==> config.mk <==
export PLATFORM = sky130hd
export DESIGN_NAME = csr_issue
export DESIGN_NICKNAME = d
export VERILOG_FILES = /design/src/hdl/csr_pkg.sv /design/src/hdl/csr_issue.sv
export VERILOG_INCLUDE_DIRS = /design/src /design/src/hdl
export SDC_FILE = /design/constraint.sdc
export NUM_CORES = 1
export LEC_CHECK = 0
export BUFFER_PORTS_ARGS = -buffer_cell sky130_fd_sc_hd__buf_2
export CORE_AREA = 3 3 122 124
export CTS_BUF_LIST = sky130_fd_sc_hd__clkbuf_8
export DETAILED_ROUTE_END_ITERATION = 7
export DIE_AREA = 0 0 125 127
export REMOVE_ABC_BUFFERS = 1
export SLEW_MARGIN = 25
export SYNTH_ARGS = -nofsm -noshare
export SYNTH_HDL_FRONTEND = slang
export SYNTH_SLANG_ARGS = --single-unit
==> constraint.sdc <==
create_clock -name CLK -period 11.98 [get_ports CLK]
set_input_delay 1.198 -clock CLK [delete_from_list [all_inputs] [get_ports CLK]]
set_output_delay 1.198 -clock CLK [all_outputs]
set_load 0.02 [all_outputs]
==> src/hdl/csr_macros.svh <==
/* CSR path sizes
   Data width, rename banks, issue queue depth and machine CSR addresses */
`ifndef CSR_MACROS_SVH
`define CSR_MACROS_SVH

// Data path width of the core
`define XLEN 64

// A physical index is the architectural number with RB bank bits below it
`define RB 2
`define RP (1 << `RB)
`define PRF_AW (5 + `RB)

// Depth of the in-order CSR issue queue
`define ISSUE_DEPTH 4

// Bit positions inside the one-hot CSR function field
`define CSR_FN_RW 2
`define CSR_FN_RS 1
`define CSR_FN_RC 0

// Machine CSRs held by the execute unit
`define CSR_MSCRATCH 12'h340
`define CSR_MEPC     12'h341
`define CSR_MCAUSE   12'h342
`define CSR_MTVEC    12'h305

`endif

==> src/hdl/csr_pkg.sv <==
/* CSR path types
   Two views of the 7-bit source field of a CSR instruction */
`include "csr_macros.svh"

package csr_pkg;

	// Renamed source register, architectural number above the bank
	typedef struct packed {
		logic [4:0]     arch;
		logic [`RB-1:0] bank;
	} src_reg_t;

	// Zero-extended 5-bit immediate, the bank bits carry nothing
	typedef struct packed {
		logic [4:0]     uimm;
		logic [`RB-1:0] pad;
	} src_imm_t;

	// The immediate select flag of the entry picks the view
	typedef union packed {
		src_reg_t rs;
		src_imm_t imm;
	} csr_src_u;

endpackage

==> src/hdl/csr_issue.sv <==
/* CSR issue stage
   Releases the queue head at commit once its source is written back */
`include "csr_macros.svh"

module csr_issue (
	input  logic               CLK,
	input  logic               rst_n,
	output logic               fifo_pop,
	input  logic               fifo_empty,
	input  logic [2:0]         head_fn,
	input  logic               head_imm_sel,
	input  logic [`XLEN-1:0]   head_pc,
	input  logic [11:0]        head_addr,
	input  logic [`PRF_AW-1:0] head_rd,
	input  csr_pkg::csr_src_u  head_src,
	input  logic [`XLEN-1:0]   commit_pc,
	output logic [`PRF_AW-1:0] rf_raddr,
	input  logic [`XLEN-1:0]   rf_rdata,
	input  logic               rf_ready,
	output logic               exe_valid,
	output logic [2:0]         exe_fn,
	output logic [`PRF_AW-1:0] exe_rd,
	output logic [`XLEN-1:0]   exe_op,
	output logic [11:0]        exe_addr
);

	logic             at_commit;
	logic             src_ready;
	logic [`XLEN-1:0] operand;

	// ~~~~~~~~~~~~~~~~~~~~~~~~~~~~~~~~~~~~~~~~~~~~~~~~~~
	// Issue condition
	// ~~~~~~~~~~~~~~~~~~~~~~~~~~~~~~~~~~~~~~~~~~~~~~~~~~

	// CSR instructions are never rolled back, so all older ones must have committed
	assign at_commit = (head_pc == commit_pc);

	// Register x0 never waits on the write-back log
	assign rf_raddr  = head_src.rs;
	assign src_ready = head_imm_sel | rf_ready | (head_src.rs.arch == 5'd0);

	// Execute is always ready, so nothing stalls the pop
	assign fifo_pop = ~fifo_empty & at_commit & src_ready;

	assign operand = head_imm_sel ? {{(`XLEN - 5){1'b0}}, head_src.imm.uimm} : rf_rdata;

	// ~~~~~~~~~~~~~~~~~~~~~~~~~~~~~~~~~~~~~~~~~~~~~~~~~~
	// Execute packet
	// ~~~~~~~~~~~~~~~~~~~~~~~~~~~~~~~~~~~~~~~~~~~~~~~~~~

	always_ff @(posedge CLK) begin
		if (!rst_n)
			exe_valid <= 1'b0;
		else
			exe_valid <= fifo_pop;
	end

	always_ff @(posedge CLK) begin
		if (fifo_pop) begin
			exe_fn   <= head_fn;
			exe_rd   <= head_rd;
			exe_op   <= operand;
			exe_addr <= head_addr;
		end
	end

	// A waiting head entry must hold still until it is popped
	a_head_stable: assert property (
		@(posedge CLK) disable iff (!rst_n) (!fifo_empty && !fifo_pop) |=> $stable(head_pc)
	) else $error("CSR issue: queue head changed while waiting to issue");

endmodule

=== Word level (Yosys, flattened, before mapping) ===
Index checks and enable logic that the tools add are counted.

* Eq/ne operators: 1
* Mux-type cells: 1
* Bitwise operators: 5
* Reductions and logical operators: 1

{| class="wikitable"
|+ Operator list
! kind !! count
|-
| equality test 64 bit || 1
|-
| zero test 5 bit || 1
|-
| 2-to-1 mux 5 bit || 1
|-
| bitwise AND 1 bit || 2
|-
| bitwise OR 1 bit || 2
|-
| inverter 1 bit || 1
|}

* Register bits after elaboration: 87
* Input bits: 226
* Logic and storage cells: 14

=== Logic depth before layout (Yosys ltp) ===
* Depth after elaboration: 3
* Depth in mapped cells: 5

=== Least setup slack after synthesis ===
OpenSTA, ideal clock, no wires.

* Kind: input -> output
* Start: input port head_src[3] in the netlist's numbering
* End: output port fifo_pop
* Arrival time: 11.223 ns
* Data required time: 10.782 ns
* Setup slack: -0.441 ns
* Stages: 5
* Path buffers: 0
* Cell sequence: or4_1 nor2_1 o311ai_1 or4_1 nor4_1

* Cells in the longest elaborated chain, start to end: 3

{| class="wikitable"
|+ RTL lines
! element !! line !! source
|-
| start: declaration || csr_issue.sv:15 || <nowiki>input csr_pkg::csr_src_u head_src,</nowiki>
|-
| zero test 5 bit || csr_issue.sv:40 || <nowiki>assign src_ready = head_imm_sel | rf_ready | (head_src.rs.arch == 5'd0);</nowiki>
|-
| bitwise OR 1 bit || csr_issue.sv:40 ||
|-
| bitwise AND 1 bit || csr_issue.sv:43 || <nowiki>assign fifo_pop = ~fifo_empty & at_commit & src_ready;</nowiki>
|-
| end: declaration || csr_issue.sv:8 || <nowiki>output logic fifo_pop,</nowiki>
|}

No other way between the ends.

=== Worst setup path after layout ===
* Start: input port commit_pc[5]
* End: output port fifo_pop

* Cells in the longest elaborated chain, start to end: 3

{| class="wikitable"
|+ RTL lines
! element !! line !! source
|-
| start: declaration || csr_issue.sv:16 || <nowiki>input logic [`XLEN-1:0] commit_pc,</nowiki>
|-
| equality test 64 bit || csr_issue.sv:36 || <nowiki>assign at_commit = (head_pc == commit_pc);</nowiki>
|-
| bitwise AND 1 bit (2 in series) || csr_issue.sv:43 ||
|}

No other way between the ends.

==> run summary <==
Yosys reg bits: 87
Initial DRC count: 139
Die W: 125 um
CTS Hold Bufs: 0
Starting density of the core: 0.284
Clock Tree Buf Depth: 2
# IOs: 321
Min-delay worst type: input pin to flop
Outcome: finished, final reports clean
Vias in the first global route: 3543
Leak pwr: 0.00254 uW
DR WL/cell: 15.8 um
Final Slew Violations: 0
Worst-path clk slew: 0.09 ns
Setup bufs post-CTS: 0
First-pass GRT wire length: 18.3 mm
YS warnings: 0
DR pass1 iterations: 4
Post-CTS Resized: 0
GRT Util Overall: 0.151
Filler cell count: 1366
Hold Slack: 1.01 ns
Drt total wl: 12.4 mm
Dpl hpwl: 10.3 mm
RSZ-0062 raised after global routing: no
Reg area: 2600 sq um
Vias: 3429
Sequential share of the synthesized area: 0.660
Cell Int Power: 476 uW
Clock Sinks: 87
Clock share of power: 0.338
Share of final-layout standard cells stronger than drive strength 1: 0.569
Required time of the critical path: 10.78 ns
Worst hold start: head_rd[3]
Share of the synthesized area in the top cell type: 0.655
Pin count of the biggest net entering global routing: 66
Hold Vio Cnt, Final: 0
Highest Clock Rate: 0.192 GHz
Gate count of the mapped netlist: 284
CTS tree: done
CTS root buf: clkbuf_8
Cell Pwr Density: 105 nW/um^2
Unique masters post-synth: 23
Crit path DAT: 4.02 ns
Final setup viols: 0
Port buffer count: 316
Final Critical Period: 5.22 ns
Setup TNS Final: 0 ns
Yosys top cell by area: edfxtp_1
Worst hold path cell count: 1
Worst-path maximum fanout: 52
Final period utilization: 0.436
Syn Std Cell Area: 3940 sq um
Sw frac: 0.230
Syn Area/Cell: 13.9 sq um
GR Overflow Total: 0
Row count: 43
WHS Endpoint: exe_rd[3]
Area Overhead vs Synth: 49.8%
Sequential share of power: 0.540
Slew headroom: 0.496
CP startpoint kind: input pin
Comb pwr share: 0.122
Avg Vias per Cell: 4.36
Final ANT Viol Nets: 0
Post-route DRC: 0
Nets@finish: 826
WS Path Type: input pin to primary output
CTS HTree Levels: 3
Multi-input gate area: 1190 sq um
Cts bufs inserted: 9
Initial antenna violation count: 2
Die ar.: 15900 sq um
Actual slew at the worst max-slew pin: 0.736 ns
IR drop worst, VDD: 40.3 uV
Crit. End Element: primary output
Ranking of synthesized cells by area: edfxtp_1 (66%), nor2b_1 (12%), xor2_1 (8.4%)
P_sw: 142 uW
Die Height: 127 um
Floorplan Core Area: 13900 sq um
GP Congestion: 0.813
Max Cap Viol: 0
==> routing by layer <==
metal  global-route usage  vias to the layer above  part of all wire
met5                    0                        -                 0
met4               0.0702                        0             0.025
met3               0.0485                       16             0.091
met2                0.283                      204              0.53
met1                0.152                     1570              0.35
li1                     -                     1639                 -
==> through the flow <==
stage | power, uW | area, sq um | util | setup slack [ns] | instances
after floorplan | 367 | 3860 | - | -0.441 | 270
after global placement | 415 | 5700 | 0.411 | 6.74 | 769
after detailed placement | 417 | 5700 | 0.411 | 6.65 | 769
after CTS | 629 | 5900 | 0.425 | 6.65 | 785
after global routing | 648 | 5910 | 0.425 | 6.50 | 787
final | 618 | 5910 | 0.425 | 6.76 | 787
==> placed cells by master (no fill, tap or decap), types with 3 or more instances in the layout <==
cell type and count:
nand4_1 3, inv_1 20, o22ai_1 8, xor2_1 38, edfxtp_1 86, nor4_2 3, mux2_2 5, clkbuf_8 9
buf_4 3, nor4_1 11, nor2b_1 74, buf_2 316, a2111oi_0 5, xnor2_1 4
==> cell families (layout without fill, tap and decap cells) <==
group / Yosys count / after routing / share of synthesized area
simple gates: 98 / 98 / 0.159
flops: 87 / 87 / 0.660
xor+xnor: 42 / 42 / 0.0933
buf+inv: 34 / 355 / 0.0390
compound gates: 18 / 18 / 0.0343
mux: 5 / 5 / 0.0143
other cells: 0 / 2 / 0
==> sequential cells by signal, indices dropped and copies added (netlist names) <==
register,flops
exe_valid,1
exe_rd,7
exe_fn,3
exe_op,64
exe_addr,12
==> worst max-delay path by stage <==
stage | startpoint | to | cells after the start
2_1_floorplan | head_src[3] | fifo_pop | 5
3_3_place_gp | commit_pc[5] | fifo_pop | 8
3_5_place_dp | commit_pc[5] | fifo_pop | 8
4_1_cts | commit_pc[5] | fifo_pop | 8
5_1_grt | commit_pc[5] | fifo_pop | 8
6_report | commit_pc[5] | fifo_pop | 8
==> layout make-up <==
class,count,area share
repair buffers,319,0.272
flip-flops and latches,87,0.441
clock buffers,9,0.0210
well taps,180,0.0381
diodes,2,0.000847
clock inverters,7,0.0131
inverters,20,0.0127
multi-input cells,163,0.202
==> critical path: stages <==
cell and delay, ns:
buf_2 0.11, nor2b_1 0.12, a2111oi_0 0.67, nand4_2 0.14
or4_1 0.54, nor4_2 0.35, buf_4 0.58, buf_2 0.28
==> synth_stat cells <==
| cell | number |
|---|---|
| or4_1 | 2 |
| xor2_1 | 38 |
| nand3_1 | 2 |
| xnor2_1 | 4 |
| nand2_1 | 1 |
| dfxtp_1 | 1 |
| a22o_1 | 2 |
| a2111oi_0 | 5 |
| buf_4 | 7 |
| o311ai_1 | 1 |
| a21oi_1 | 1 |
| inv_1 | 20 |
| nand4_2 | 1 |
| nor2b_1 | 74 |
| o22ai_1 | 8 |
| mux2_2 | 5 |
| nor4_2 | 2 |
| edfxtp_1 | 86 |
| nor4_1 | 12 |
| clkbuf_1 | 7 |
| nor2_1 | 1 |
| nand4_1 | 3 |
| a222oi_1 | 1 |
==> power by group through the flow <==
stage | Clock [uW] | Sequential [uW] | Combinational [uW]
after floorplan | 0 | 341 | 25.9
after global placement | 0 | 341 | 74.2
after detailed placement | 0 | 341 | 76.2
after CTS | 218 | 334 | 76.6
after global routing | 229 | 334 | 84.3
final | 209 | 334 | 75.6
Power figures use the tool's default switching activity.
