`config.mk`:
```
export PLATFORM = sky130hd
export DESIGN_NAME = csr_issue_fifo
export DESIGN_NICKNAME = d
export VERILOG_FILES = /design/src/hdl/csr_pkg.sv /design/src/hdl/csr_issue_fifo.sv
export VERILOG_INCLUDE_DIRS = /design/src /design/src/hdl
export SDC_FILE = /design/constraint.sdc
export NUM_CORES = 1
export LEC_CHECK = 0
export BUFFER_PORTS_ARGS = -buffer_cell sky130_fd_sc_hd__buf_2
export CORE_UTILIZATION = 55
export CTS_BUF_LIST = sky130_fd_sc_hd__clkbuf_4 sky130_fd_sc_hd__clkbuf_8
export DETAILED_ROUTE_END_ITERATION = 8
export PLACE_DENSITY = 0.85
export REMOVE_ABC_BUFFERS = 1
export SYNTH_ARGS = -nofsm -noshare
export SYNTH_HDL_FRONTEND = slang
export SYNTH_SLANG_ARGS = --single-unit
```
`constraint.sdc`:
```
create_clock -name CLK -period 11 [get_ports CLK]
set_input_delay 0.55 -clock CLK [delete_from_list [all_inputs] [get_ports CLK]]
set_output_delay 0.55 -clock CLK [all_outputs]
set_load 0.03 [all_outputs]
```
`src/hdl/csr_macros.svh`:
```
/* CSR path sizes
   Data width, rename banks, issue queue depth and machine CSR addresses */
`ifndef CSR_MACROS_SVH
`define CSR_MACROS_SVH

// Data path width of the core
`define XLEN 64

// A physical index is the architectural number with RB bank bits below it
`define RB 2
`define RP (1 << `RB)
`define PRF_AW (5 + `RB)

// Depth of the in-order CSR issue queue
`define ISSUE_DEPTH 4

// Bit positions inside the one-hot CSR function field
`define CSR_FN_RW 2
`define CSR_FN_RS 1
`define CSR_FN_RC 0

// Machine CSRs held by the execute unit
`define CSR_MSCRATCH 12'h340
`define CSR_MEPC     12'h341
`define CSR_MCAUSE   12'h342
`define CSR_MTVEC    12'h305

`endif

```
`src/hdl/csr_pkg.sv`:
```
/* CSR path types
   Two views of the 7-bit source field of a CSR instruction */
`include "csr_macros.svh"

package csr_pkg;

	// Renamed source register, architectural number above the bank
	typedef struct packed {
		logic [4:0]     arch;
		logic [`RB-1:0] bank;
	} src_reg_t;

	// Zero-extended 5-bit immediate, the bank bits carry nothing
	typedef struct packed {
		logic [4:0]     uimm;
		logic [`RB-1:0] pad;
	} src_imm_t;

	// The immediate select flag of the entry picks the view
	typedef union packed {
		src_reg_t rs;
		src_imm_t imm;
	} csr_src_u;

endpackage

```
`src/hdl/csr_issue_fifo.sv`:
```
/* CSR issue queue
   In-order circular buffer of CSR instructions between dispatch and issue */
`include "csr_macros.svh"

module csr_issue_fifo (
	input  logic               CLK,
	input  logic               rst_n,
	input  logic               push,
	input  logic [2:0]         in_fn,
	input  logic               in_imm_sel,
	input  logic [`XLEN-1:0]   in_pc,
	input  logic [11:0]        in_addr,
	input  logic [`PRF_AW-1:0] in_rd,
	input  csr_pkg::csr_src_u  in_src,
	output logic               full,
	output logic               empty,
	input  logic               pop,
	output logic [2:0]         out_fn,
	output logic               out_imm_sel,
	output logic [`XLEN-1:0]   out_pc,
	output logic [11:0]        out_addr,
	output logic [`PRF_AW-1:0] out_rd,
	output csr_pkg::csr_src_u  out_src
);
	import csr_pkg::*;

	localparam int PW = $clog2(`ISSUE_DEPTH);
	localparam int CW = $clog2(`ISSUE_DEPTH + 1);

	logic [2:0]         fn_mem   [`ISSUE_DEPTH];
	logic               imm_mem  [`ISSUE_DEPTH];
	logic [`XLEN-1:0]   pc_mem   [`ISSUE_DEPTH];
	logic [11:0]        addr_mem [`ISSUE_DEPTH];
	logic [`PRF_AW-1:0] rd_mem   [`ISSUE_DEPTH];
	csr_src_u           src_mem  [`ISSUE_DEPTH];

	logic [PW-1:0] wr_ptr;
	logic [PW-1:0] rd_ptr;
	logic [CW-1:0] count;
	logic          do_push;
	logic          do_pop;

	assign full    = (count == CW'(`ISSUE_DEPTH));
	assign empty   = (count == '0);
	assign do_push = push & ~full;
	assign do_pop  = pop & ~empty;

	// Head of the queue is visible without a read strobe
	assign out_fn      = fn_mem[rd_ptr];
	assign out_imm_sel = imm_mem[rd_ptr];
	assign out_pc      = pc_mem[rd_ptr];
	assign out_addr    = addr_mem[rd_ptr];
	assign out_rd      = rd_mem[rd_ptr];
	assign out_src     = src_mem[rd_ptr];

	always_ff @(posedge CLK) begin
		if (do_push) begin
			fn_mem[wr_ptr]   <= in_fn;
			imm_mem[wr_ptr]  <= in_imm_sel;
			pc_mem[wr_ptr]   <= in_pc;
			addr_mem[wr_ptr] <= in_addr;
			rd_mem[wr_ptr]   <= in_rd;
			src_mem[wr_ptr]  <= in_src;
		end
	end

	always_ff @(posedge CLK) begin
		if (!rst_n) begin
			wr_ptr <= '0;
			rd_ptr <= '0;
			count  <= '0;
		end else begin
			if (do_push)
				wr_ptr <= (wr_ptr == PW'(`ISSUE_DEPTH - 1)) ? '0 : wr_ptr + PW'(1);
			if (do_pop)
				rd_ptr <= (rd_ptr == PW'(`ISSUE_DEPTH - 1)) ? '0 : rd_ptr + PW'(1);
			// A push and a pop in one cycle leave the count as it is
			case ({do_push, do_pop})
				2'b10:   count <= count + CW'(1);
				2'b01:   count <= count - CW'(1);
				default: count <= count;
			endcase
		end
	end

	// Dispatch should respect full, the entry is dropped otherwise
	a_no_push_full: assert property (@(posedge CLK) disable iff (!rst_n) !(push && full))
		else $warning("CSR issue queue: push while full dropped");

	a_no_pop_empty: assert property (@(posedge CLK) disable iff (!rst_n) !(pop && empty))
		else $error("CSR issue queue: pop while empty");

endmodule

```
== After elaboration in Yosys (flattened, before gate mapping) ==
Memories as Yosys holds them, arrays and structs flattened. A register that Yosys moved wholly into a read port is not among the register bits.
Index checks and enable logic that the tools add are counted.
Storage, ports and cells
  flip-flop bits (word level): 7
  memory bits (writable): 376
  input port bits: 98
  output and inout port bits: 96
  memories: 6
Memory list
  pc_mem: depth 4, width 64, read ports 1, clocked after memory_dff 1, wr ports 1, line csr_issue_fifo.sv:32  | logic [`XLEN-1:0] pc_mem [`ISSUE_DEPTH];
  addr_mem: depth 4, width 12, read ports 1, clocked after memory_dff 1, wr ports 1, line csr_issue_fifo.sv:33  | logic [11:0] addr_mem [`ISSUE_DEPTH];
  rd_mem: depth 4, width 7, read ports 1, clocked after memory_dff 1, wr ports 1, line csr_issue_fifo.sv:34  | logic [`PRF_AW-1:0] rd_mem [`ISSUE_DEPTH];
  src_mem: depth 4, width 7, read ports 1, clocked after memory_dff 1, wr ports 1, line csr_issue_fifo.sv:35  | csr_src_u src_mem [`ISSUE_DEPTH];
  fn_mem: depth 4, width 3, read ports 1, clocked after memory_dff 1, wr ports 1, line csr_issue_fifo.sv:30  | logic [2:0] fn_mem [`ISSUE_DEPTH];
  imm_mem: depth 4, width 1, read ports 1, clocked after memory_dff 1, wr ports 1, line csr_issue_fifo.sv:31  | logic imm_mem [`ISSUE_DEPTH];
Operators by class
  $add $sub $neg: 4
  eq/ne operators: 5
  mux-type cells: 17
  bitwise operators: 4
  reduce and logical (&&, ||, !) cells: 2
Operator list (number)
  $mux 2: 14
  $eq 2x2->1 const B: 3
  $pmux 3 s2: 1
  $add 2x1->2 const B: 2
  $add 3x1->3 const B: 1
  $eq 3x3->1 const B: 1
  $logic_not 3->1: 1
  $sub 3x1->3 const B: 1
  $and 1x1->1: 2
  $eq 2x1->1 const B: 1
  $mux 1: 2
  $not 1->1: 2
  $reduce_bool 2->1: 1

== Depth between registers and ports, before layout ==
  depth after elaboration: 5
  gate-level depth with buffers: 10
  depth with buffers taken out: 9

== Least setup slack after synthesis ==
OpenSTA, ideal clock, no wires.
  path type: register -> register
  start: register count[2]
  end: memory addr_mem[0][0], enable pin
  data arrival time: 3143 ps
  setup slack: 7394 ps
  cell stages (with the launch flop): 5
  buffers on the path: 1
  clock period less this slack: 3606 ps
  cell sequence: dfxtp_1 -> nor3b_1 -> nor2b_1 -> clkbuf_1 -> and2_1
Between the ends
  word-level cells in the longest chain between the ends: 5
RTL lines
  from (decl): line csr_issue_fifo.sv:39  | logic [CW-1:0] count;
  from (signal assigned): line csr_issue_fifo.sv:79  | 2'b10: count <= count + CW'(1);
  from (signal assigned): line csr_issue_fifo.sv:80  | 2'b01: count <= count - CW'(1);
  from (signal assigned): line csr_issue_fifo.sv:81  | default: count <= count;
  $eq 3x3->1: line csr_issue_fifo.sv:43  | assign full = (count == CW'(`ISSUE_DEPTH));
  named net full: line csr_issue_fifo.sv:15  | output logic full,
  $not 1->1: line csr_issue_fifo.sv:45  | assign do_push = push & ~full;
  $and 1x1->1: line csr_issue_fifo.sv:45
  $mux 1: line csr_issue_fifo.sv:57  | if (do_push) begin
  $mux 1 (not written as such): line csr_issue_fifo.sv:61  | addr_mem[wr_ptr] <= in_addr;
  to (decl): line csr_issue_fifo.sv:33
The timed path passes the listed nets, and every way through them passes these cells.

==> Implementation_results.wiki <==
{| class="wikitable"
! Metric !! Value
|-
| Outcome || complete, no violations
|-
| GRT Resource Usage Total || 19.6%
|-
| Number of DRC markers in iteration 0 || 445
|-
| Arrival time at the worst endpoint || 2780 ps
|-
| First-pass GRT wire length || 38,200 um
|-
| Most used DFF post-synth || sky130_fd_sc_hd__edfxtp_1
|-
| Die outline width || approximately 160 um
|-
| Crit path max-delay cell type || sky130_fd_sc_hd__buf_4
|-
| Initial standard-cell utilization of the core || 56.1%
|-
| Count of flip-flops with a built-in enable after synthesis || 376
|-
| Via total after detailed routing || between 6,000 and 7,000
|-
| Post-synthesis register bit count || a little under 400
|-
| Worst-case reg-to-reg path depth || 4
|-
| Maximum number of pins on one net before global-route repair || between 60 and 70
|-
| Clk_lat worst skew || around 560 ps
|-
| Placer congestion estimate || 0.706
|-
| Number of buffers created by CTS || between 50 and 60
|-
| Initial antenna violation count || 4
|-
| Kind of path behind the tightest hold check || in -> reg
|-
| List of cells traversed by the critical path || buf_4 > mux4_2 > buf_2
|-
| Number of detailed-route iterations in the first pass || 7
|-
| Number of hold buffers added after cts || 0
|-
| Number of ports placed on the die boundary || 194
|-
| Standby leakage power || around 5.6 nW
|-
| Most area-consuming cells after synthesis || sky130_fd_sc_hd__edfxtp_1 80%, sky130_fd_sc_hd__mux4_2 15%, sky130_fd_sc_hd__dfxtp_1 1.3%
|-
| Max-slew violation count || 0
|-
| Die footprint || 0.0263 mm^2
|-
| Worst slew pin tran || 937 ps
|-
| Area taken by multi-input logic gates || between 0.002 and 0.0025 mm^2
|-
| Required arrival time at the worst endpoint || 10,450 ps
|-
| Share of power burned in the clock network || roughly 28%
|-
| CP max stage delay || 720 ps
|-
| Area share of the leading cell type in the synthesized netlist || 80.0%
|-
| Synth async-reset ratio || 0%
|-
| Leading cell types in the layout, fill and taps excluded || 376 x sky130_fd_sc_hd__edfxtp_1, 193 x sky130_fd_sc_hd__buf_2, 94 x sky130_fd_sc_hd__mux4_2
|-
| Power density cells || 241 mW/mm^2
|-
| Comb power frac || 25.8%
|-
| Gates resized, CTS repair || 0
|-
| Die Height || 162 um
|-
| Core Box Area || 0.0252 mm^2
|-
| Number of global-route vias before repair || between 6,000 and 7,000
|-
| Reported net switching power || between 1 and 1.5 mW
|-
| Cell type with the highest aggregate area in the netlist || sky130_fd_sc_hd__edfxtp_1
|-
| Detail-routed via count per cell || 5.45
|-
| Switch share || 30.4%
|-
| Type of origin of the critical path || flip-flop
|-
| Sinks on Clock Net || 385
|-
| Total of fill cells in the finished design || 1,625
|-
| Part of the Yosys area used for sequential elements || between 80% and 90%
|-
| Number of nets with antenna violations after routing || 0
|-
| Sequential cell area || 0.0115 mm^2
|-
| Register share of total power || 46.3%
|-
| Setup repair after global routing missed its margin || false
|-
| Type of the setup path with the least slack || reg -> out
|-
| Hold-critical path depth || 1
|-
| Post-DP HPWL || approximately 15,000 um
|-
| Crit. End Element || output pin
|-
| Ratio of cells with drive above 1 in the final layout || 46.6%
|-
| Synthesized instance count || 547
|-
| CTS Root Buffer Type || sky130_fd_sc_hd__clkbuf_8
|-
| Fin Setup TNS || 0 ps
|-
| Power Internal || approximately 2.8 mW
|-
| Number of core rows || 58
|-
| Clock slew at reported path FFs || about 60 ps
|-
| CTS tree || built
|-
| Average cell area after synthesis || approximately 26 um^2
|-
| Worst clock skew on the final layout || 12.8 ps
|-
| Share of the cycle needed by the critical path after routing || 30.3%
|-
| Maximum resistive drop on vdd || 0.145 mV
|-
| Final Hold Fails || 0
|-
| Net count, final || 889
|-
| Wirelength, routed || 25,100 um
|-
| Post-CTS Setup Bufs || 0
|-
| Maximum count of clock buffers along a single path || 3
|-
| Max-Cap Viols || 0
|-
| DRC violation count after routing || 0
|-
| Most frequent standard cell in the layout excluding fill and tap cells || sky130_fd_sc_hd__edfxtp_1
|-
| Number of buffers inserted by port buffering || 193
|-
| Residual overflow from global routing || 0
|-
| CTS H-Tree Depth || 2
|-
| Endpoints failing setup || 0
|-
| Maximum clock rate || approximately 300 MHz
|-
| Worst relative slew slack || 37.6%
|-
| Netlist area before placement || 0.0141 mm^2
|-
| Area growth from synthesis to final layout || 16.7%
|-
| Fin util || ~65%
|-
| Ys Warns || 0
|-
| WL/cell || 21.5 um
|-
| Final min period || 3330 ps
|-
| Highest fanout seen on the critical path || 41
|-
| Distinct cell type count after synthesis || 26
|}
==> cell type report <==
| cell class | instances | share of cell area [%] |
|---|---|---|
| flip-flops and latches | 385 | 69.7 |
| multi-input cells | 132 | 14.6 |
| repair buffers | 200 | 6.18 |
| clock buffers | 76 | 5.78 |
| well taps | 330 | 2.51 |
| clock inverters | 31 | 1.11 |
| inverters | 7 | 0.159 |
| diodes | 2 | 0.0304 |
==> logic make-up after synthesis <==
family	Yosys count	share of synthesized area [%]
flops	385	81.3
simple gates	21	0.754
xor+xnor	2	0.124
fa+ha+maj	7	0.674
compound gates	6	0.248
mux	96	15.1
buf+inv	30	1.80
==> per-layer routing <==
layer / track usage [%] / share of wire (%) / vias to the layer above
met5: 0 / 0.088 / -
met4: 5.87 / 1.7 / 4
met3: 5.26 / 7.2 / 46
met2: 32.6 / 51 / 231
met1: 25.5 / 40 / 3233
li1: - / - / 2820
==> sequential cells by signal (all words and copies together) (netlist names), named ones only <==
name      count
pc_mem      256
addr_mem     48
rd_mem       28
src_mem      28
fn_mem       12
imm_mem       4
count         3
rd_ptr        2
wr_ptr        2
==> power by group through the flow <==
stage	registers, mW	clock network, mW	logic, mW
after floorplan	1.92	0	0.721
after global placement	1.86	0	1.03
after CTS	1.84	1.14	1.04
final	1.84	1.11	1.02
after global routing	1.86	1.20	1.09
after detailed placement	1.87	0	1.04
==> cell usage after synthesis (2+ instances only) <==
cell type                  number
sky130_fd_sc_hd__dfxtp_1        9
sky130_fd_sc_hd__buf_12         7
sky130_fd_sc_hd__and2_1         6
sky130_fd_sc_hd__nand3_1        2
sky130_fd_sc_hd__mux4_2        94
sky130_fd_sc_hd__nor2_1         2
sky130_fd_sc_hd__edfxtp_1     376
sky130_fd_sc_hd__nand2_1        7
sky130_fd_sc_hd__buf_2          7
sky130_fd_sc_hd__inv_1          7
sky130_fd_sc_hd__clkbuf_1       2
sky130_fd_sc_hd__buf_1          3
sky130_fd_sc_hd__mux2i_1        2
sky130_fd_sc_hd__ha_1           6
sky130_fd_sc_hd__buf_4          3
sky130_fd_sc_hd__o21ai_0        4
==> final timing paths <==
| path | to | startpoint | slack, ps |
|---|---|---|---|
| setup / recovery | out_addr[3] | flip-flop | 7670 |
| setup reg to reg | pc_mem[0][19]$_DFFE_PP_ | count[2]$_SDFFE_PN0P_ | 8110 |
| hold reg to reg | wr_ptr[1]$_SDFFE_PN0P_ | wr_ptr[1]$_SDFFE_PN0P_ | 500 |
| hold / removal | pc_mem[1][16]$_DFFE_PP_ | in_pc[16] | 200 |
==> through the flow <==
stage | instances | power [mW] | area [um^2] | hold slack (ps) | setup WS, ps
final | 1163 | 3.98 | 16500 | 201 | 7670
after global routing | 1162 | 4.14 | 16500 | 163 | 7420
after CTS | 1161 | 4.03 | 16500 | 155 | 7530
after detailed placement | 1054 | 2.91 | 15300 | 497 | 7880
after global placement | 1054 | 2.89 | 15300 | 487 | 7930
after floorplan | 524 | 2.64 | 13900 | 468 | 5760
==> worst max-delay path: cells and delay by family, from the launching register on <==
kind                   cells  cell delay, ps
buffers and inverters      2             920
DFF                        1             620
muxes                      1             620
(Power assumes the default switching activity.)
