### src/hdl/csr_macros.svh
/* CSR path sizes
   Data width, rename banks, issue queue depth and machine CSR addresses */
`ifndef CSR_MACROS_SVH
`define CSR_MACROS_SVH

// Data path width of the core
`define XLEN 64

// A physical index is the architectural number with RB bank bits below it
`define RB 2
`define RP (1 << `RB)
`define PRF_AW (5 + `RB)

// Depth of the in-order CSR issue queue
`define ISSUE_DEPTH 4

// Bit positions inside the one-hot CSR function field
`define CSR_FN_RW 2
`define CSR_FN_RS 1
`define CSR_FN_RC 0

// Machine CSRs held by the execute unit
`define CSR_MSCRATCH 12'h340
`define CSR_MEPC     12'h341
`define CSR_MCAUSE   12'h342
`define CSR_MTVEC    12'h305

`endif

### src/hdl/csr_exec.sv
/* CSR execute unit
   Machine CSR file with read-modify-write, returns the old value to rd */
`include "csr_macros.svh"

module csr_exec (
	input  logic               CLK,
	input  logic               rst_n,
	input  logic               exe_valid,
	input  logic [2:0]         exe_fn,
	input  logic [`PRF_AW-1:0] exe_rd,
	input  logic [`XLEN-1:0]   exe_op,
	input  logic [11:0]        exe_addr,
	output logic               wb_valid,
	output logic [`PRF_AW-1:0] wb_rd,
	output logic [`XLEN-1:0]   wb_data
);

	logic [`XLEN-1:0] mscratch;
	logic [`XLEN-1:0] mepc;
	logic [`XLEN-1:0] mcause;
	logic [`XLEN-1:0] mtvec;

	logic [`XLEN-1:0] old_val;
	logic [`XLEN-1:0] new_val;

	// ~~~~~~~~~~~~~~~~~~~~~~~~~~~~~~~~~~~~~~~~~~~~~~~~~~
	// Read and modify
	// ~~~~~~~~~~~~~~~~~~~~~~~~~~~~~~~~~~~~~~~~~~~~~~~~~~

	// Addresses outside the file read as zero
	always_comb begin
		case (exe_addr)
			`CSR_MSCRATCH: old_val = mscratch;
			`CSR_MEPC:     old_val = mepc;
			`CSR_MCAUSE:   old_val = mcause;
			`CSR_MTVEC:    old_val = mtvec;
			default:       old_val = '0;
		endcase
	end

	assign new_val = ({`XLEN{exe_fn[`CSR_FN_RW]}} & exe_op)
	               | ({`XLEN{exe_fn[`CSR_FN_RS]}} & (old_val | exe_op))
	               | ({`XLEN{exe_fn[`CSR_FN_RC]}} & (old_val & ~exe_op));

	// ~~~~~~~~~~~~~~~~~~~~~~~~~~~~~~~~~~~~~~~~~~~~~~~~~~
	// Write
	// ~~~~~~~~~~~~~~~~~~~~~~~~~~~~~~~~~~~~~~~~~~~~~~~~~~

	always_ff @(posedge CLK) begin
		if (!rst_n) begin
			mscratch <= '0;
			mepc     <= '0;
			mcause   <= '0;
			mtvec    <= '0;
		end else if (exe_valid) begin
			// Unknown addresses match no case and drop the write
			case (exe_addr)
				`CSR_MSCRATCH: mscratch <= new_val;
				`CSR_MEPC:     mepc     <= new_val;
				`CSR_MCAUSE:   mcause   <= new_val;
				`CSR_MTVEC:    mtvec    <= new_val;
				default:       ;
			endcase
		end
	end

	// No write-back for x0 as destination
	always_ff @(posedge CLK) begin
		if (!rst_n)
			wb_valid <= 1'b0;
		else
			wb_valid <= exe_valid & (exe_rd[`PRF_AW-1 -: 5] != 5'd0);
	end

	always_ff @(posedge CLK) begin
		if (exe_valid) begin
			wb_rd   <= exe_rd;
			wb_data <= old_val;
		end
	end

	a_fn_onehot: assert property (
		@(posedge CLK) disable iff (!rst_n) exe_valid |-> $onehot(exe_fn)
	) else $error("CSR exec: function field is not one-hot");

endmodule

### config.mk
export PLATFORM = sky130hd
export DESIGN_NAME = csr_exec
export DESIGN_NICKNAME = d
export VERILOG_FILES = /design/src/hdl/csr_exec.sv
export VERILOG_INCLUDE_DIRS = /design/src /design/src/hdl
export SDC_FILE = /design/constraint.sdc
export NUM_CORES = 1
export LEC_CHECK = 0
export ABC_CLOCK_PERIOD_IN_PS = 5000
export BUFFER_PORTS_ARGS = -buffer_cell sky130_fd_sc_hd__clkbuf_2
export CORE_AREA = 2 2 179 181
export DETAILED_ROUTE_END_ITERATION = 16
export DIE_AREA = 0 0 181 183
export MAX_ROUTING_LAYER = met4
export PLACE_DENSITY_LB_ADDON = 0.12
export SYNTH_ARGS = -nofsm -noshare
export SYNTH_HDL_FRONTEND = slang
export SYNTH_SLANG_ARGS = --single-unit
### constraint.sdc
create_clock -name CLK -period 5 [get_ports CLK]
set_input_delay 1 -clock CLK [delete_from_list [all_inputs] [get_ports CLK]]
set_output_delay 1 -clock CLK [all_outputs]
set_load 0.01 [all_outputs]
# Word-level counts from Yosys, hierarchy flattened
# Cells that the tools add are included.
word_totals:
  reg_bits: 328
  in_bits: 89
  output_inout_bits: 72
  elab_cells: 26
classes:
  n_eq_ne: 4
  mux: 1
  n_bitwise: 9
  reduce_logical: 5
ops:
  columns: ["cell", "n"]
  rows:
  - ["$and A64 B64 Y64", 4]
  - ["$pmux W64 S4", 1]
  - ["$or A64 B64 Y64", 3]
  - ["$not A64 Y64", 1]
  - ["$eq A12 B10 Y1 const B", 4]
  - ["$reduce_and A2 Y1", 4]
  - ["$reduce_bool A5 Y1", 1]
  - ["$and A1 B1 Y1", 1]

# Logic depth before layout (Yosys ltp)
# Gate-level depths: netlist of run 1.
logic_depth:
  depth_word: 6
  ltp_mapped: 8
  mapped_depth_nobuf: 5

# Worst setup path after synthesis of run 1
# No wires, ideal clock.
synth_path:
  path_type: "input to register"
  start: "input exe_addr[1]"
  end: "register mtvec[53]"
  arrival_ps: 2632
  path_slack_ps: 2231
  path_stages: 7
  path_buffers: 3
  path_cell_list: "buf_2 > or3_1 > buf_2 > or3_4 > nor3b_4 > buf_6 > a211oi_1"
synth_via:
  elab_chain_cells: 6
  word_cells_on_any_way: 12
synth_rtl:
  columns: ["item", "line_no", "source"]
  rows:
  - ["from (decl)", "csr_exec.sv:12", "input logic [11:0] exe_addr,"]
  - ["$eq A12 B10 Y1, on equally long branches", "csr_exec.sv:32, csr_exec.sv:57", null]
  - ["$pmux W64 S4", "csr_exec.sv:32", "case (exe_addr)"]
  - ["$or A64 B64 Y64", "csr_exec.sv:42", "| ({`XLEN{exe_fn[`CSR_FN_RS]}} & (old_val | exe_op))"]
  - ["$and A64 B64 Y64", "csr_exec.sv:42", null]
  - ["$or A64 B64 Y64 (2 in series)", "csr_exec.sv:41", "assign new_val = ({`XLEN{exe_fn[`CSR_FN_RW]}} & exe_op)"]
  - ["to (signal assigned)", "csr_exec.sv:61", "`CSR_MTVEC: mtvec <= new_val;"]
  - ["to (decl)", "csr_exec.sv:21", "logic [`XLEN-1:0] mtvec;"]
# Parallel ways exist; a longest one is shown, timed or not.
# A chain may end at the register's enable or synchronous reset.

# Final worst setup path of run 1
layout_path:
  start: "input exe_addr[6]"
  end: "register mepc[24]"
layout_via:
  elab_chain_cells: 6
  word_cells_on_any_way: 12
layout_rtl:
  columns: ["item", "line_no", "source"]
  rows:
  - ["$eq A12 B10 Y1, on equally long branches", "csr_exec.sv:32, csr_exec.sv:57", null]
  - ["$pmux W64 S4", "csr_exec.sv:32", null]
  - ["$or A64 B64 Y64", "csr_exec.sv:42", null]
  - ["$and A64 B64 Y64", "csr_exec.sv:42", null]
  - ["$or A64 B64 Y64 (2 in series)", "csr_exec.sv:41", null]
  - ["to (signal assigned)", "csr_exec.sv:59", "`CSR_MEPC: mepc <= new_val;"]
  - ["to (decl)", "csr_exec.sv:19", "logic [`XLEN-1:0] mepc;"]
# Parallel ways exist; a longest one is shown, timed or not.

==> run metrics, run 1 <==
DRC viols 0; Total Routing Usage GR 0.278; Fillers 2861; Initial Util 0.493; Post-Layout Cell Count 2151; post-synth top area share 0.334; Post-CTS Hold Fix Bufs 0; Resize count post-CTS 0; total grt overflow 0; endpoint of the worst hold path mtvec[14]; R2R depth 5; Mapped Cells ~1700; clock tree buffer depth 3; skew final 0.00836 ns; Yosys warnings 0; CTS tree done; outcome finished clean; post-CTS setup repair buffer count 0; antenna-violating nets left 0; Reg-to-Reg Start mtvec[45]; root buf cell clkbuf_16; Area Overhead vs Synth 13.4%; CTS clk-pin slew, worst paths 0.06 ns; HP Start mtvec[14]; Cell variety after synth between 40 and 50; #FFs+latches synth 328; DR pass1 iterations 6; internal reg-to-reg setup slack about 3.3 ns; Async SR Flop Fraction 0; Final nets 1809; critical path data required time approximately 5.4 ns; Post-Syn Area 0.0154 mm^2; core area 0.0312 mm^2; Hold Fails Final Rpt 0; Placed Instances 2083; Worst Path Max Fanout 75; pwr/cell area between 300 and 400 mW/mm^2; WL final between 40 and 50 mm; initial antenna violation count 3; Crit. End Element flop; sequential share of the synthesized area 0.472; die footprint 0.0331 mm^2; htree depth 2; gp weighted congestion 0.779; pin count of the biggest net entering global routing 121; first-pass GRT wire length 72.2 mm; CP startpoint kind primary input; footprint of the multi-input gates 0.00722 mm^2; num rows 65; vias in the first global route 13100; area leader, netlist dfxtp_1; Net Count, Synth 1762; io pins 161; Final Setup Violations 0; # Max-Cap Violations 0; hpwl dp 24.2 mm; max_slew headroom 0.279; Leak 6.91 nW; port buffer count 160; Commonest cells post-synth nor2_1, dfxtp_1, a211oi_1; VDD IR-drop max approximately 0.29 mV; RSZ-0062 raised after global routing no; register area between 0.007 and 0.008 mm^2; Final TNS setup 0 ns; most frequent cell after synthesis nor2_1; routed vias 13500; initial DRC count 1488; Synth Flop Type dfxtp_1; Avg Vias per Cell 6.29; Clock Latency Late Sink 0.52 ns; Slew Viols, Final 0; drt wl/cell around 21 um; r2r endpoint mtvec[45]; Tcrit/Tclk final 0.654; Worst Max-Slew Pin Slew 1.08 ns; die height 183 um; Worst EP arrival 3.68 ns; die width 181 um; synthesized area per cell 9.21 um^2; number of synthesized flops with an enable pin 71; CTS Sinks 328; post-layout minimum cycle time roughly 3.3 ns; Inserted Clock Buffers 37; worst hold path stage count 2; Crit Path Class primary input to flop; layout cells sized above 1 0.150; FMAX between 300 and 400 MHz; main area contributors after synthesis dfxtp_1, edfxtp_1, a211oi_1, nor2_1, and4b_1; worst min path class flop to flop
-- where the power goes --
group | internal (mW) | leakage [nW] | switching, mW
Clock | 1.49 | 0.564 | 1.08
Combinational | 0.102 | 3.55 | 0.259
Sequential | 2.72 | 2.80 | 0.00745
-- placed cells by master, fill, tap and decap left out, types with 52 or more instances in the layout --
cell and n:
a211oi_1 207, inv_1 55, a22o_1 104, dfxtp_1 257, a21oi_1 67, edfxtp_1 71, clkbuf_2 155, a22oi_1 63
and4b_1 106, a211o_1 52, nor2_1 329
-- cell families after synthesis --
logic type,Yosys count,share of synthesized area
AO/OA/AOI/OAI,583,0.279
AND/OR/NAND/NOR,511,0.177
flip-flops,328,0.472
buffers and inverters,240,0.0645
multiplexers,11,0.00715
-- layout make-up --
| cell class | count | area share |
|---|---|---|
| Multi-Input combinational cell | 1105 | 0.413 |
| Tap cell | 402 | 0.0288 |
| Sequential cell | 328 | 0.416 |
| Antenna cell | 3 | 0.000430 |
| Clock inverter | 10 | 0.00286 |
| Inverter | 56 | 0.0123 |
| Clock buffer | 55 | 0.0620 |
| Timing Repair Buffer | 192 | 0.0644 |
-- worst max-delay path, stage by stage --
cell and delay (ns):
buf_4 0.31, buf_4 0.67, nand2b_1 0.41, nor4_2 0.39
buf_4 0.48, nor2_1 0.08, a211oi_1 0.28
-- worst max-delay path by stage --
stage / from / slack (ns) / endpoint / cells past startpoint
2_1_floorplan: exe_addr[1] / 2.23 / mtvec[53] / 7
4_1_cts: exe_addr[6] / 1.78 / mepc[24] / 7
5_1_grt: exe_addr[6] / 1.58 / mepc[27] / 7
6_report: exe_addr[6] / 1.73 / mepc[24] / 7
3_5_place_dp: exe_addr[6] / 1.33 / mscratch[21] / 7
3_3_place_gp: exe_addr[0] / 1.39 / mtvec[45] / 7
-- per-layer routing --
layer / track usage / share of wire
met1: 0.362 / 0.44
met2: 0.454 / 0.47
met3: 0.0437 / 0.068
met4: 0.0738 / 0.019
met5: - / 0
-- per-stage QoR --
step	setup WS (ns)	total power [mW]	hold WS, ns	area (um^2)	util
final	1.73	5.66	0.477	17500	0.560
after global routing	1.58	5.84	0.495	17500	0.560
after CTS	1.78	5.71	0.475	17500	0.559
after detailed placement	1.33	3.15	0.467	16300	0.523
after global placement	1.39	3.14	0.461	16300	0.523
after floorplan	2.23	2.99	0.453	15400	-
-- state kept, by name, summed over array words and instances, names as in the netlist --
| register | cells |
|---|---|
| mcause | 64 |
| mepc | 64 |
| mscratch | 64 |
| mtvec | 64 |
| wb_data | 64 |
| wb_rd | 7 |
| wb_valid | 1 |
No activity file was read; power rests on OpenSTA's default activity.
==> run 2: changes to the inputs <==
ABC_AREA = 1   (was not set)
ABC_CLOCK_PERIOD_IN_PS = 3200   (was 5000)
CORE_AREA = 2 2 185 187   (was 2 2 179 181)
DIE_AREA = 0 0 187 189   (was 0 0 181 183)
clock period = 3.2 ns   (was 5 ns; I/O delays follow)
==> run metrics, run 2 <==
Async SR Flop Fraction 0; Post-CTS Hold Fix Bufs 0; clock tree buffer depth 3; area leader, netlist dfxtp_1; Final nets 2443; routed vias 15000; Cell variety after synth 24; CTS Sinks 328; Post-Syn Area 0.0164 mm^2; worst min path class primary input to flop; most frequent cell after synthesis nand3_1; Top Family by Delay on Critical Path simple AND/OR/NAND/NOR gates; most used cell, CP nand2_1; pin count of the biggest net entering global routing 122; skew final 0.0182 ns; Final Cell Area 0.0187 mm^2; Fillers roughly 3200; Final TNS setup 0 ns; Inserted Clock Buffers 38; Hold Fails Final Rpt 0; core area 0.0333 mm^2; outcome finished clean; FMAX 517 MHz; critical path depth in cells 10; placed instance area ~0.018 mm^2; vias in the first global route roughly 14000; pwr/cell area 478 mW/mm^2; Resize count post-CTS 0; worst-path cell chain clkbuf_2, nor2_1, nand2_1, nor2_4, nand2_1, nor2_4, buf_4, nand3_1, nand2_1, inv_1; most common cell after layout, fill and taps aside nand3_1; Slew Viols, Final 0; die height 189 um; hold slack ~0.29 ns; Crit. End Element flop; DR pass1 iterations 5; root buf cell clkbuf_16; setup slack after placement 0.752 ns; first-pass GRT wire length 72.5 mm; Clock Latency Late Sink between 0.5 and 0.6 ns; Tot Pwr between 8 and 9 mW; synthesized area per cell 7.25 um^2; Buf/Inv on CP 3; Post-Layout Cell Count between 2000 and 3000; Yosys warnings 0; io pins ~160; htree depth 2; #FFs+latches synth 328; CTS clk-pin slew, worst paths 0.06 ns; CP startpoint kind primary input; Worst setup startpoint exe_addr[7]; RSZ-0062 raised after global routing no; Placed Instances 2762; hpwl dp 25.7 mm; drt wl/cell between 15 and 20 um; VDD IR-drop max ~0.32 mV; R2R depth 6; antenna-violating nets left 0; max_slew headroom 0.288; sequential share of the synthesized area 0.443; CP max stage delay 0.55 ns; fin util 0.562; # Max-Cap Violations 0; port buffer count between 150 and 200; num rows 67; initial antenna violation count 0; Worst EP arrival 2.35 ns; Total Routing Usage GR 0.258; Mapped Cells 2266; critical path data required time ~3.6 ns; r2r endpoint mcause[16]; Commonest cells post-synth nand3_1, nand2_1, inv_1; DRC viols 0; Worst Max-Slew Pin Slew between 1 and 1.5 ns; Setup WS post-layout between 1 and 1.5 ns; WL final roughly 45 mm; Antenna Cells 0; gp weighted congestion between 0.7 and 0.8; die width 187 um; Final Setup Violations 0; CTS tree done; Worst Path Max Fanout 54; Leak 9.39 nW; Tcrit/Tclk final 0.604; most frequent cells in the layout nand3_1, nand2_1, inv_1; die footprint 0.0353 mm^2; Synth Flop Type dfxtp_1; Reg-to-Reg Start mcause[16]; Net Count, Synth between 2000 and 2500; worst hold path stage count 1; internal reg-to-reg setup slack 2.04 ns; number of synthesized flops with an enable pin 71; initial DRC count 995; post-synth top area share 0.313; Area Overhead vs Synth 14.0%; total grt overflow 0; layout cells sized above 1 0.125; Crit Path Class primary input to flop; slowest CP cell buf_4; main area contributors after synthesis dfxtp_1, nand3_1, edfxtp_1, nand2_1, inv_1; worst setup path end mcause[16]; Initial Util 0.493; Avg Vias per Cell about 5.3; post-layout minimum cycle time approximately 1.9 ns; post-CTS setup repair buffer count 0
-- run 2: cell count changes in the layout (fill, tap and decap cells not counted), moves of 26 or more --
cell      delta
a31oi_1     -26
a22o_1     -104
a211o_1     -52
o21a_1     +187
or2_2       +35
a22oi_1     -63
and4b_1    -106
a211oi_1   -207
nand2_1    +394
nor2_1     -296
o21ai_1     +75
inv_1      +338
o21ai_0     +79
nand3_1    +441
-- run 2: power by group --
group | switching [mW] | internal, mW | total, mW | leakage (nW)
logic | 0.344 | 0.131 | 0.475 | 6.01
clock network | 1.70 | 2.51 | 4.20 | 0.585
registers | 0.00973 | 4.26 | 4.27 | 2.80
total | 2.05 | 6.89 | 8.95 | 9.39
-- run 2: cell families after synthesis --
family | after synthesis | share of synthesized area
AND/OR/NAND/NOR | 943 | 0.258
AO/OA/AOI/OAI | 450 | 0.166
buffers and inverters | 545 | 0.133
flip-flops | 328 | 0.443
-- run 2: final cells by class --
cell class	count	area, um^2	area share
clock buffer	60	1130	0.0606
clock inverter	7	61.3	0.00328
inverter	399	1500	0.0802
multi-input combinational	1393	6980	0.373
sequential	328	7280	0.389
tap	448	561	0.0300
timing repair buffer	194	1200	0.0643
-- run 2: worst min-delay path by stage --
stage,end,start
after floorplan,mscratch[10],mscratch[10]
after detailed placement,mscratch[35],mscratch[35]
final,wb_rd[1],exe_rd[1]
after CTS,wb_rd[1],exe_rd[1]
after global placement,mscratch[28],mscratch[28]
after global routing,wb_rd[0],exe_rd[0]
-- run 2: routing by layer --
layer / GRT usage / up-vias / wire, um
li1: - / 7510 / -
met1: 0.319 / 6935 / 19800
met2: 0.446 / 432 / 21300
met3: 0.0323 / 83 / 2540
met4: 0.0714 / 0 / 1080
met5: - / - / 0
